[src/verilog/soc_macros.svh]
//--------------------
// System bus core constants
// Reset timing, GPIO widths, CSR numbers and bus bounds
//--------------------
`ifndef SOC_MACROS_SVH
`define SOC_MACROS_SVH

// Reset sequencing, in sys_clk edges after the trigger falls
`define SOC_RST_HOLD 16
`define SOC_FLASH_RST 8

// System controller GPIO widths
`define SOC_GPIO_IN_W 7
`define SOC_GPIO_OUT_W 2

// CSR peripheral number of the system controller
`define SOC_SYSCTL_CSR 1

// Lowest address bit of the locked range check
`define SOC_LOCKED_MSB 18

// Worst case strobe to ack, in cycles
`define SOC_ACK_BOUND 6

`endif

[src/verilog/soc_pkg.sv]
//--------------------
// Shared bus and CSR types
// Wishbone words, CSR address fields, register and region codes
//--------------------
`default_nettype none

package soc_pkg;

	// Wishbone side
	typedef logic [31:0] wb_addr_t;
	typedef logic [31:0] wb_data_t;

	// CSR address is bus address bits 16..2
	typedef logic [14:0] csr_addr_t;

	// Top five CSR address bits select the peripheral
	typedef logic [4:0] csr_periph_t;

	// System controller register index, low ten CSR address bits
	typedef enum logic [9:0] {
		GPIO_IN   = 10'd0,
		GPIO_OUT  = 10'd1,
		CONTROL   = 10'd2,
		TIMER_CMP = 10'd3,
		TIMER_CNT = 10'd4,
		IRQ_STAT  = 10'd5
	} sysctl_reg_e;

	// Address class, bit 31 already dropped
	typedef enum logic [1:0] {
		REGION_CSR,
		REGION_LOCKED,
		REGION_OTHER
	} region_e;

endpackage

`default_nettype wire

[src/verilog/soc_ifs.sv]
//--------------------
// Internal bus interfaces
// Decoded request from the bus side, CSR cycle to peripherals
//--------------------
`default_nettype none

// Accepted Wishbone access, held until the next valid pulse
interface bus_req_if;
	logic                req_valid;
	logic                req_we;
	soc_pkg::region_e    req_region;
	soc_pkg::csr_addr_t  req_csr_a;
	soc_pkg::wb_data_t   req_dat;

	modport decoder (
		output req_valid,
		output req_we,
		output req_region,
		output req_csr_a,
		output req_dat
	);

	modport bridge (
		input req_valid,
		input req_we,
		input req_region,
		input req_csr_a,
		input req_dat
	);

	// Result side only needs the access kind
	modport result (
		input req_we,
		input req_region
	);
endinterface

// Shared CSR bus, read data registered in the peripheral
interface csr_bus_if;
	soc_pkg::csr_addr_t  csr_a;
	logic                csr_we;
	soc_pkg::wb_data_t   csr_dw;
	soc_pkg::wb_data_t   csr_dr;

	modport master (output csr_a, output csr_we, output csr_dw, input csr_dr);
	modport slave (input csr_a, input csr_we, input csr_dw, output csr_dr);
endinterface

`default_nettype wire

[src/verilog/reset_gen.sv]
//--------------------
// Reset generator
// Stretches the system reset after the trigger
// and lets the flash out of reset first
//--------------------
`default_nettype none
`include "soc_macros.svh"

module reset_gen (
	input  logic sys_clk,
	input  logic trigger_reset,
	output logic sys_rst_o,
	output logic flash_rst_n_o
);
	// Wide enough to hold the longer of the two delays
	localparam int CNT_W = $clog2(`SOC_RST_HOLD + 1);

	logic [CNT_W-1:0] rel_cnt;

	// Edge count since the trigger fell, stops at the hold time
	always_ff @(posedge sys_clk) begin
		if (trigger_reset) begin
			rel_cnt <= '0;
		end else if (rel_cnt != CNT_W'(`SOC_RST_HOLD)) begin
			rel_cnt <= rel_cnt + 1'b1;
		end
	end

	// Flash released on edge SOC_FLASH_RST, system on edge SOC_RST_HOLD
	always_ff @(posedge sys_clk) begin
		if (trigger_reset) begin
			sys_rst_o     <= 1'b1;
			flash_rst_n_o <= 1'b0;
		end else begin
			if (rel_cnt == CNT_W'(`SOC_FLASH_RST - 1))
				flash_rst_n_o <= 1'b1;
			if (rel_cnt == CNT_W'(`SOC_RST_HOLD - 1))
				sys_rst_o <= 1'b0;
		end
	end

endmodule

`default_nettype wire

[src/verilog/bus_decode.sv]
//--------------------
// Bus request decoder
// Accepts one Wishbone access at a time and classifies its region
//--------------------
`default_nettype none
`include "soc_macros.svh"

module bus_decode (
	input  logic              sys_clk,
	input  logic              sys_rst,
	input  soc_pkg::wb_addr_t wb_adr_i,
	input  soc_pkg::wb_data_t wb_dat_i,
	input  logic              wb_we_i,
	input  logic              wb_cyc_i,
	input  logic              wb_stb_i,
	input  logic              resp,
	bus_req_if.decoder        req
);
	logic             busy;
	logic             start;
	logic [30:0]      adr_low;
	soc_pkg::region_e region;

	// MSB ignored, shadow region aliases the base
	assign adr_low = wb_adr_i[30:0];
	assign start   = ~busy & wb_cyc_i & wb_stb_i;

	// Region classification
	always_comb begin
		if (adr_low[30] & adr_low[29])
			region = soc_pkg::REGION_CSR;
		else if (adr_low[30:`SOC_LOCKED_MSB] == '0)
			region = soc_pkg::REGION_LOCKED;
		else
			region = soc_pkg::REGION_OTHER;
	end

	// Busy from accept until ack or err comes back
	always_ff @(posedge sys_clk) begin
		if (sys_rst) begin
			busy          <= 1'b0;
			req.req_valid <= 1'b0;
		end else begin
			req.req_valid <= start;
			if (start)
				busy <= 1'b1;
			else if (resp)
				busy <= 1'b0;
		end
	end

	// Request payload, stable until the next accept
	always_ff @(posedge sys_clk) begin
		if (start) begin
			req.req_we     <= wb_we_i;
			req.req_region <= region;
			req.req_csr_a  <= adr_low[16:2];
			req.req_dat    <= wb_dat_i;
		end
	end

endmodule

`default_nettype wire

[src/verilog/csr_bridge.sv]
//--------------------
// Wishbone to CSR bridge
// Turns a mapped request into one CSR write or read cycle
//--------------------
`default_nettype none

module csr_bridge (
	input  logic              sys_clk,
	input  logic              sys_rst,
	bus_req_if.bridge         req,
	csr_bus_if.master         csr,
	output logic              done,
	output soc_pkg::wb_data_t rd_data
);
	typedef enum logic [1:0] {
		ST_IDLE,
		ST_WRITE,
		ST_RD_ADDR,
		ST_RD_DATA
	} state_e;

	state_e state;
	logic   csr_hit;

	assign csr_hit = req.req_region == soc_pkg::REGION_CSR;

	//--------------------
	// Control
	//--------------------
	always_ff @(posedge sys_clk) begin
		if (sys_rst) begin
			state      <= ST_IDLE;
			csr.csr_we <= 1'b0;
			done       <= 1'b0;
		end else begin
			// Pulses by default
			csr.csr_we <= 1'b0;
			done       <= 1'b0;
			case (state)
				ST_IDLE: begin
					if (req.req_valid) begin
						if (!csr_hit) begin
							// Unmapped, nothing to run on the CSR side
							done <= 1'b1;
						end else if (req.req_we) begin
							csr.csr_we <= 1'b1;
							state      <= ST_WRITE;
						end else begin
							state <= ST_RD_ADDR;
						end
					end
				end
				// Write strobe out this cycle
				ST_WRITE: begin
					done  <= 1'b1;
					state <= ST_IDLE;
				end
				// Peripheral registers its read data
				ST_RD_ADDR: state <= ST_RD_DATA;
				ST_RD_DATA: begin
					done  <= 1'b1;
					state <= ST_IDLE;
				end
				default: state <= ST_IDLE;
			endcase
		end
	end

	//--------------------
	// Datapath
	//--------------------
	always_ff @(posedge sys_clk) begin
		if (state == ST_IDLE && req.req_valid && csr_hit) begin
			csr.csr_a  <= req.req_csr_a;
			csr.csr_dw <= req.req_dat;
		end
		if (state == ST_RD_DATA)
			rd_data <= csr.csr_dr;
	end

endmodule

`default_nettype wire

[src/verilog/sysctl_regs.sv]
//--------------------
// System controller
// GPIO in and out, bus error enable,
// one auto-reloading timer with its interrupt
//--------------------
`default_nettype none
`include "soc_macros.svh"

module sysctl_regs (
	input  logic                       sys_clk,
	input  logic                       sys_rst,
	csr_bus_if.slave                   csr,
	input  logic [`SOC_GPIO_IN_W-1:0]  gpio_in_i,
	output logic [`SOC_GPIO_OUT_W-1:0] led_o,
	output logic                       bus_errors_en_o,
	output logic                       irq_o
);
	logic [`SOC_GPIO_IN_W-1:0]  gpio_in_q;
	logic [`SOC_GPIO_OUT_W-1:0] led_q;
	logic [1:0]                 control;
	soc_pkg::wb_data_t          timer_cmp;
	soc_pkg::wb_data_t          timer_cnt;
	logic                       irq_stat;
	logic                       sel;
	logic                       wr;
	logic                       wrap;
	soc_pkg::sysctl_reg_e       idx;

	// Decode peripheral number and register index
	assign sel  = csr.csr_a[14:10] == soc_pkg::csr_periph_t'(`SOC_SYSCTL_CSR);
	assign idx  = soc_pkg::sysctl_reg_e'(csr.csr_a[9:0]);
	assign wr   = sel & csr.csr_we;
	// Control bit 1 runs the timer
	assign wrap = control[1] & (timer_cnt == timer_cmp);

	assign led_o           = led_q;
	assign bus_errors_en_o = control[0];
	assign irq_o           = irq_stat;

	// Input sampling
	always_ff @(posedge sys_clk)
		gpio_in_q <= gpio_in_i;

	//--------------------
	// Register writes
	//--------------------
	always_ff @(posedge sys_clk) begin
		if (sys_rst) begin
			led_q     <= '0;
			control   <= '0;
			timer_cmp <= '0;
			timer_cnt <= '0;
			irq_stat  <= 1'b0;
		end else begin
			// Timer, wraps to zero at the compare value
			if (wrap)
				timer_cnt <= '0;
			else if (control[1])
				timer_cnt <= timer_cnt + 1'b1;

			// Write 1 clears, a wrap in the same cycle wins
			if (wrap)
				irq_stat <= 1'b1;
			else if (wr && idx == soc_pkg::IRQ_STAT && csr.csr_dw[0])
				irq_stat <= 1'b0;

			if (wr) begin
				case (idx)
					soc_pkg::GPIO_OUT:  led_q     <= csr.csr_dw[`SOC_GPIO_OUT_W-1:0];
					soc_pkg::CONTROL:   control   <= csr.csr_dw[1:0];
					soc_pkg::TIMER_CMP: timer_cmp <= csr.csr_dw;
					soc_pkg::TIMER_CNT: timer_cnt <= csr.csr_dw;
					default: ;
				endcase
			end
		end
	end

	//--------------------
	// Registered read mux
	//--------------------
	always_ff @(posedge sys_clk) begin
		if (!sel) begin
			// Another peripheral owns this address
			csr.csr_dr <= '0;
		end else begin
			case (idx)
				soc_pkg::GPIO_IN:   csr.csr_dr <= soc_pkg::wb_data_t'(gpio_in_q);
				soc_pkg::GPIO_OUT:  csr.csr_dr <= soc_pkg::wb_data_t'(led_q);
				soc_pkg::CONTROL:   csr.csr_dr <= soc_pkg::wb_data_t'(control);
				soc_pkg::TIMER_CMP: csr.csr_dr <= timer_cmp;
				soc_pkg::TIMER_CNT: csr.csr_dr <= timer_cnt;
				soc_pkg::IRQ_STAT:  csr.csr_dr <= soc_pkg::wb_data_t'(irq_stat);
				default:            csr.csr_dr <= '0;
			endcase
		end
	end

endmodule

`default_nettype wire

[src/verilog/bus_result.sv]
//--------------------
// Bus response
// Picks ack or err and the read data for the master
//--------------------
`default_nettype none

module bus_result (
	input  logic              sys_clk,
	input  logic              sys_rst,
	bus_req_if.result         req,
	input  logic              done,
	input  soc_pkg::wb_data_t rd_data,
	input  logic              bus_errors_en,
	output soc_pkg::wb_data_t wb_dat_o,
	output logic              wb_ack_o,
	output logic              wb_err_o
);
	logic locked_err;
	logic csr_read;

	// Catch NULL pointers and similar stray accesses
	assign locked_err = bus_errors_en & (req.req_region == soc_pkg::REGION_LOCKED);
	assign csr_read   = ~req.req_we & (req.req_region == soc_pkg::REGION_CSR);

	// One-cycle response pulse after done
	always_ff @(posedge sys_clk) begin
		if (sys_rst) begin
			wb_ack_o <= 1'b0;
			wb_err_o <= 1'b0;
		end else begin
			wb_ack_o <= done & ~locked_err;
			wb_err_o <= done & locked_err;
		end
	end

	// Zero data unless a CSR read
	always_ff @(posedge sys_clk) begin
		if (done)
			wb_dat_o <= csr_read ? rd_data : '0;
	end

endmodule

`default_nettype wire

[src/verilog/mini_soc.sv]
//--------------------
// Reduced system bus core
// Reset generation, address decode, CSR bridge
// and the system controller behind one Wishbone port
//--------------------
`default_nettype none
`include "soc_macros.svh"

module mini_soc (
	input  logic                       sys_clk,
	input  logic                       trigger_reset,
	input  soc_pkg::wb_addr_t          wb_adr_i,
	input  soc_pkg::wb_data_t          wb_dat_i,
	input  logic                       wb_we_i,
	input  logic                       wb_cyc_i,
	input  logic                       wb_stb_i,
	input  logic [`SOC_GPIO_IN_W-1:0]  gpio_in_i,
	output soc_pkg::wb_data_t          wb_dat_o,
	output logic                       wb_ack_o,
	output logic                       wb_err_o,
	output logic [`SOC_GPIO_OUT_W-1:0] led_o,
	output logic                       irq_o,
	output logic                       sys_rst_o,
	output logic                       flash_rst_n_o
);
	logic              done;
	soc_pkg::wb_data_t rd_data;
	logic              bus_errors_en;

	bus_req_if req_bus ();
	csr_bus_if csr_bus ();

	//--------------------
	// Reset
	//--------------------
	reset_gen i_reset_gen (
		.sys_clk       (sys_clk),
		.trigger_reset (trigger_reset),
		.sys_rst_o     (sys_rst_o),
		.flash_rst_n_o (flash_rst_n_o)
	);

	//--------------------
	// Bus path
	//--------------------
	// Decoder frees up on either response
	bus_decode i_bus_decode (
		.sys_clk  (sys_clk),
		.sys_rst  (sys_rst_o),
		.wb_adr_i (wb_adr_i),
		.wb_dat_i (wb_dat_i),
		.wb_we_i  (wb_we_i),
		.wb_cyc_i (wb_cyc_i),
		.wb_stb_i (wb_stb_i),
		.resp     (wb_ack_o | wb_err_o),
		.req      (req_bus.decoder)
	);

	csr_bridge i_csr_bridge (
		.sys_clk (sys_clk),
		.sys_rst (sys_rst_o),
		.req     (req_bus.bridge),
		.csr     (csr_bus.master),
		.done    (done),
		.rd_data (rd_data)
	);

	// Only CSR peripheral left
	sysctl_regs i_sysctl_regs (
		.sys_clk         (sys_clk),
		.sys_rst         (sys_rst_o),
		.csr             (csr_bus.slave),
		.gpio_in_i       (gpio_in_i),
		.led_o           (led_o),
		.bus_errors_en_o (bus_errors_en),
		.irq_o           (irq_o)
	);

	bus_result i_bus_result (
		.sys_clk       (sys_clk),
		.sys_rst       (sys_rst_o),
		.req           (req_bus.result),
		.done          (done),
		.rd_data       (rd_data),
		.bus_errors_en (bus_errors_en),
		.wb_dat_o      (wb_dat_o),
		.wb_ack_o      (wb_ack_o),
		.wb_err_o      (wb_err_o)
	);

endmodule

`default_nettype wire

[config.mk]
export PLATFORM = sky130hd
export DESIGN_NAME = mini_soc
export DESIGN_NICKNAME = d
export VERILOG_FILES = /design/src/verilog/soc_pkg.sv /design/src/verilog/soc_ifs.sv /design/src/verilog/reset_gen.sv /design/src/verilog/bus_decode.sv /design/src/verilog/csr_bridge.sv /design/src/verilog/sysctl_regs.sv /design/src/verilog/bus_result.sv /design/src/verilog/mini_soc.sv
export VERILOG_INCLUDE_DIRS = /design/src /design/src/verilog
export SDC_FILE = /design/constraint.sdc
export NUM_CORES = 1
export LEC_CHECK = 0
export BUFFER_PORTS_ARGS = -buffer_cell sky130_fd_sc_hd__clkbuf_2
export CAP_MARGIN = 20
export CORE_ASPECT_RATIO = 0.7
export CORE_MARGIN = 3
export CORE_UTILIZATION = 58
export DETAILED_ROUTE_END_ITERATION = 7
export MAX_ROUTING_LAYER = met4
export PLACE_DENSITY = 0.9
export REMOVE_ABC_BUFFERS = 1
export SLEW_MARGIN = 20
export SYNTH_ARGS = -nofsm -noshare
export SYNTH_HDL_FRONTEND = slang
export SYNTH_HIERARCHICAL = 1
export SYNTH_SLANG_ARGS = --single-unit
[constraint.sdc]
create_clock -name sys_clk -period 5.2 [get_ports sys_clk]
set_input_delay 0 -clock sys_clk [delete_from_list [all_inputs] [get_ports sys_clk]]
set_output_delay 0 -clock sys_clk [all_outputs]
set_load 0.01 [all_outputs]
==> impl_metrics.ini <==
[run_status]
status = completed

[placed_design]
dp_hpwl_mm = 13.1
io_buffers = 110
gp_congestion = 0.912

[die]
dieWidth_um = 168
rows = 40
ios = 115
dieArea_um2 = 20100
core_um2 = 17600
start_util_pct = 60.8
dieHeight_um = 119

[final_layout]
utilization_pct = 73.0
drive_gt1_share_pct = 24.0
num-nets-final = 1061
syn_to_final_growth_pct = 20.2
n_antenna_cell = 0

[worst_setup_path]
end_kind = flip-flop
worst_ep_required_time_ns = 5.56
rr_startpoint = i_csr_bridge/csr.csr_a[7]
r2r-end = i_sysctl_regs/timer_cnt[5]
worstPathMaxFanout = 32
r2r_cells = 7
crit_arrival_ns = 3.44
crit_type = reg -> reg
start_kind = flip-flop
cpMaxStageDelayCell = nand2_2
path_cells = or4_4, or2_4, nor3_4, buf_4, a21oi_1, nand2_2, o21ai_2
r2r_slack_ns = 2.11
cpPeakStageDelay_ns = 0.78

[global_route]
grt_pass1_vias = 6624
grt-ovfl-total = 0
use_met2_pct = 36.8
met3_usage_pct = 4.45
grt_max_degree = 51
grt_antenna_before_repair = 0
grtUsageTotal_pct = 23.0
top_usage_layer = met2
grt_pass1_wl_mm = 35.7
use_met1_pct = 30.7

[routing]
wirelength_mm = 22.6
drt.antenna.violating_nets = 0
wl_per_cell_um = 18.4
drc_errors = 0
drt_iter0_drc = 663
num_vias = 6769
first_pass_iters = 6
via_per_inst = 5.49

[sta]
setup_viol = 0
relSlewSlack_pct = 27.4
period_needed_ns = 3.09
rsz0062_at_grt = false
tightest_slew_ns = 1.09
max_freq_mhz = 324
fin_skew_ns = 0.0172
tns_ns = 0
fin_crit_sh_pct = 59.4
finalMaxSlewViolations = 0
hold_viol = 0

[synthesis]
ys_seq_elements = 284
synth_cell_types = 54
ys_warn_count = 6
synthesis.area_um2 = 10700
synthCells = 813
seq_area_frac_synth_pct = 68.4
avgSynthCellArea_um2 = 13.1

[power]
p_total_w = 0.00442
ir_drop_mv = 0.274
powerDensity_nw_per_um2 = 345
p_leak_nw = 4.29

[cts]
cts-buffers-inserted = 26
cts_tree = built
cts_hold_buf = 63
htree_levels = 1
cts_buffer_depth = 3
clock-sinks = 284
clock-root-buffer = clkbuf_16
cts_resized = 0
postCtsSetupBuffers = 0
clk-insertion-delay-late_ns = 0.53
cts.clk_slew.worst_paths_ns = 0.08

[run]
max-cap-violations = 0

[min_path]
whs_path_depth = 2
worstHoldEndpoint = i_sysctl_regs/gpio_in_q[4]
hold_start = gpio_in_i[4]
hold_path.class = in -> reg
## layout make-up
class	instances	area, um2
Sequential cell	284	7300
Fill cell	1094	4740
Multi-Input combinational cell	476	3080
Timing Repair Buffer	181	1240
Clock buffer	32	718
Tap cell	231	289
Clock inverter	16	160
Inverter	12	45.0
## worst max-delay path, delay by kind of cell (launching register included)
kind | cells | cell delay [ns]
and+or+nand+nor | 4 | 1.84
DFF | 1 | 0.36
buffers and inverters | 1 | 0.38
AOI/OAI and AO/OA | 2 | 0.32
## metal layers
layer	vias up	part of all wire, %
met3	43	8.8
met1	3210	41
li1	3198	-
met5	-	0
met4	0	2.6
met2	318	48
## registers in the layout (all words and copies together), names as in the netlist, 2 cells and up
name	flops
i_bus_decode/req.req_dat	32
i_bus_result/wb_dat_o	32
i_csr_bridge/csr.csr_dw	32
i_csr_bridge/rd_data	32
i_sysctl_regs/csr.csr_dr	32
i_sysctl_regs/timer_cmp	32
i_sysctl_regs/timer_cnt	32
i_bus_decode/req.req_csr_a	15
i_csr_bridge/csr.csr_a	15
i_sysctl_regs/gpio_in_q	7
i_reset_gen/rel_cnt	5
i_bus_decode/req.req_region	2
i_csr_bridge/state	2
i_sysctl_regs/control	2
i_sysctl_regs/led_o	2
## power breakdown
| part | internal, W | total (W) | switching (W) | leakage (nW) |
|---|---|---|---|---|
| registers | 0.00239 | 0.00240 | 0.00000936 | 2.40 |
| clock network | 0.00113 | 0.00194 | 0.000805 | 0.437 |
| logic | 0.0000574 | 0.0000900 | 0.0000326 | 1.46 |
| total | 0.00358 | 0.00442 | 0.000847 | 4.29 |
## kinds of logic (layout without fill, tap and decap cells)
family / count (synthesis) / count (layout) / share of synthesized area [%]
muxes: 13 / 13 / 1.30
AOI/OAI and AO/OA: 110 / 110 / 7.94
DFF: 284 / 284 / 68.4
adders and majority gates: 4 / 4 / 0.469
and+or+nand+nor: 286 / 286 / 13.8
buffers and inverters: 53 / 241 / 2.91
xor gates and xnor gates: 63 / 63 / 5.17
## worst max path at each step
stage | start | end | slack [ns] | cells after the start
detailed placement | i_csr_bridge/csr.csr_a[7] | i_sysctl_regs/timer_cnt[0] | 2.17 | 7
CTS | i_csr_bridge/csr.csr_a[7] | i_sysctl_regs/timer_cnt[0] | 2.15 | 7
floorplan | i_csr_bridge/csr.csr_a[7] | i_sysctl_regs/timer_cnt[0] | 2.19 | 6
global placement | i_csr_bridge/csr.csr_a[7] | i_sysctl_regs/timer_cnt[0] | 2.24 | 7
finish | i_csr_bridge/csr.csr_a[7] | i_sysctl_regs/timer_cnt[5] | 2.11 | 7
global route | i_csr_bridge/csr.csr_a[7] | i_sysctl_regs/timer_cnt[0] | 2.00 | 7
## synthesized netlist by cell type, drive strengths merged
cell | count | area share [%]
a21o | 1 | 0.070
edfxtp | 161 | 45
o211ai | 1 | 0.070
buf | 26 | 1.9
nor4 | 8 | 0.73
nand4 | 14 | 0.82
o21ba | 1 | 0.094
ha | 4 | 0.47
nand3 | 14 | 0.66
nor3b | 2 | 0.23
a222oi | 5 | 0.47
mux2 | 4 | 0.46
or3 | 2 | 0.16
and4 | 6 | 0.49
or2 | 4 | 0.26
nand3b | 1 | 0.070
xnor2 | 39 | 3.2
and2 | 36 | 2.1
dfxtp | 123 | 23
nor2 | 48 | 1.7
nand2 | 115 | 4.1
nor4b | 1 | 0.14
nand2b | 7 | 0.41
clkbuf | 15 | 0.54
a21oi | 41 | 2.7
nor3 | 13 | 0.91
xor2 | 24 | 2.0
a221oi | 1 | 0.082
nor2b | 3 | 0.18
nand4bb | 1 | 0.11
and3 | 9 | 0.55
or4 | 1 | 0.11
mux2i | 9 | 0.84
inv | 12 | 0.42
and4bb | 1 | 0.15
o2111ai | 1 | 0.082
a22oi | 25 | 1.8
o21ai | 34 | 2.6
## metrics by stage
step,hold slack [ns],cells,area (um2),setup slack [ns]
2_1_floorplan,0.0277,772,10400,2.19
3_3_place_gp,0.103,1121,11300,2.24
3_5_place_dp,0.104,1121,11300,2.17
4_1_cts,0.0944,1232,12800,2.15
5_1_grt,0.120,1232,12800,2.00
6_report,0.105,1232,12800,2.11
## cell usage in the layout, fill, tap and decap left out, drive strengths merged, types with 24 or more instances in the layout
| cell | netlist | layout |
|---|---|---|
| edfxtp | 161 | 161 |
| clkbuf | 15 | 142 |
| dfxtp | 123 | 123 |
| nand2 | 115 | 115 |
| dlygate4sd3 | 0 | 63 |
| nor2 | 48 | 48 |
| a21oi | 41 | 41 |
| xnor2 | 39 | 39 |
| and2 | 36 | 36 |
| o21ai | 34 | 34 |
| a22oi | 25 | 25 |
| xor2 | 24 | 24 |
Note: power is estimated with default switching activity, not from simulation.
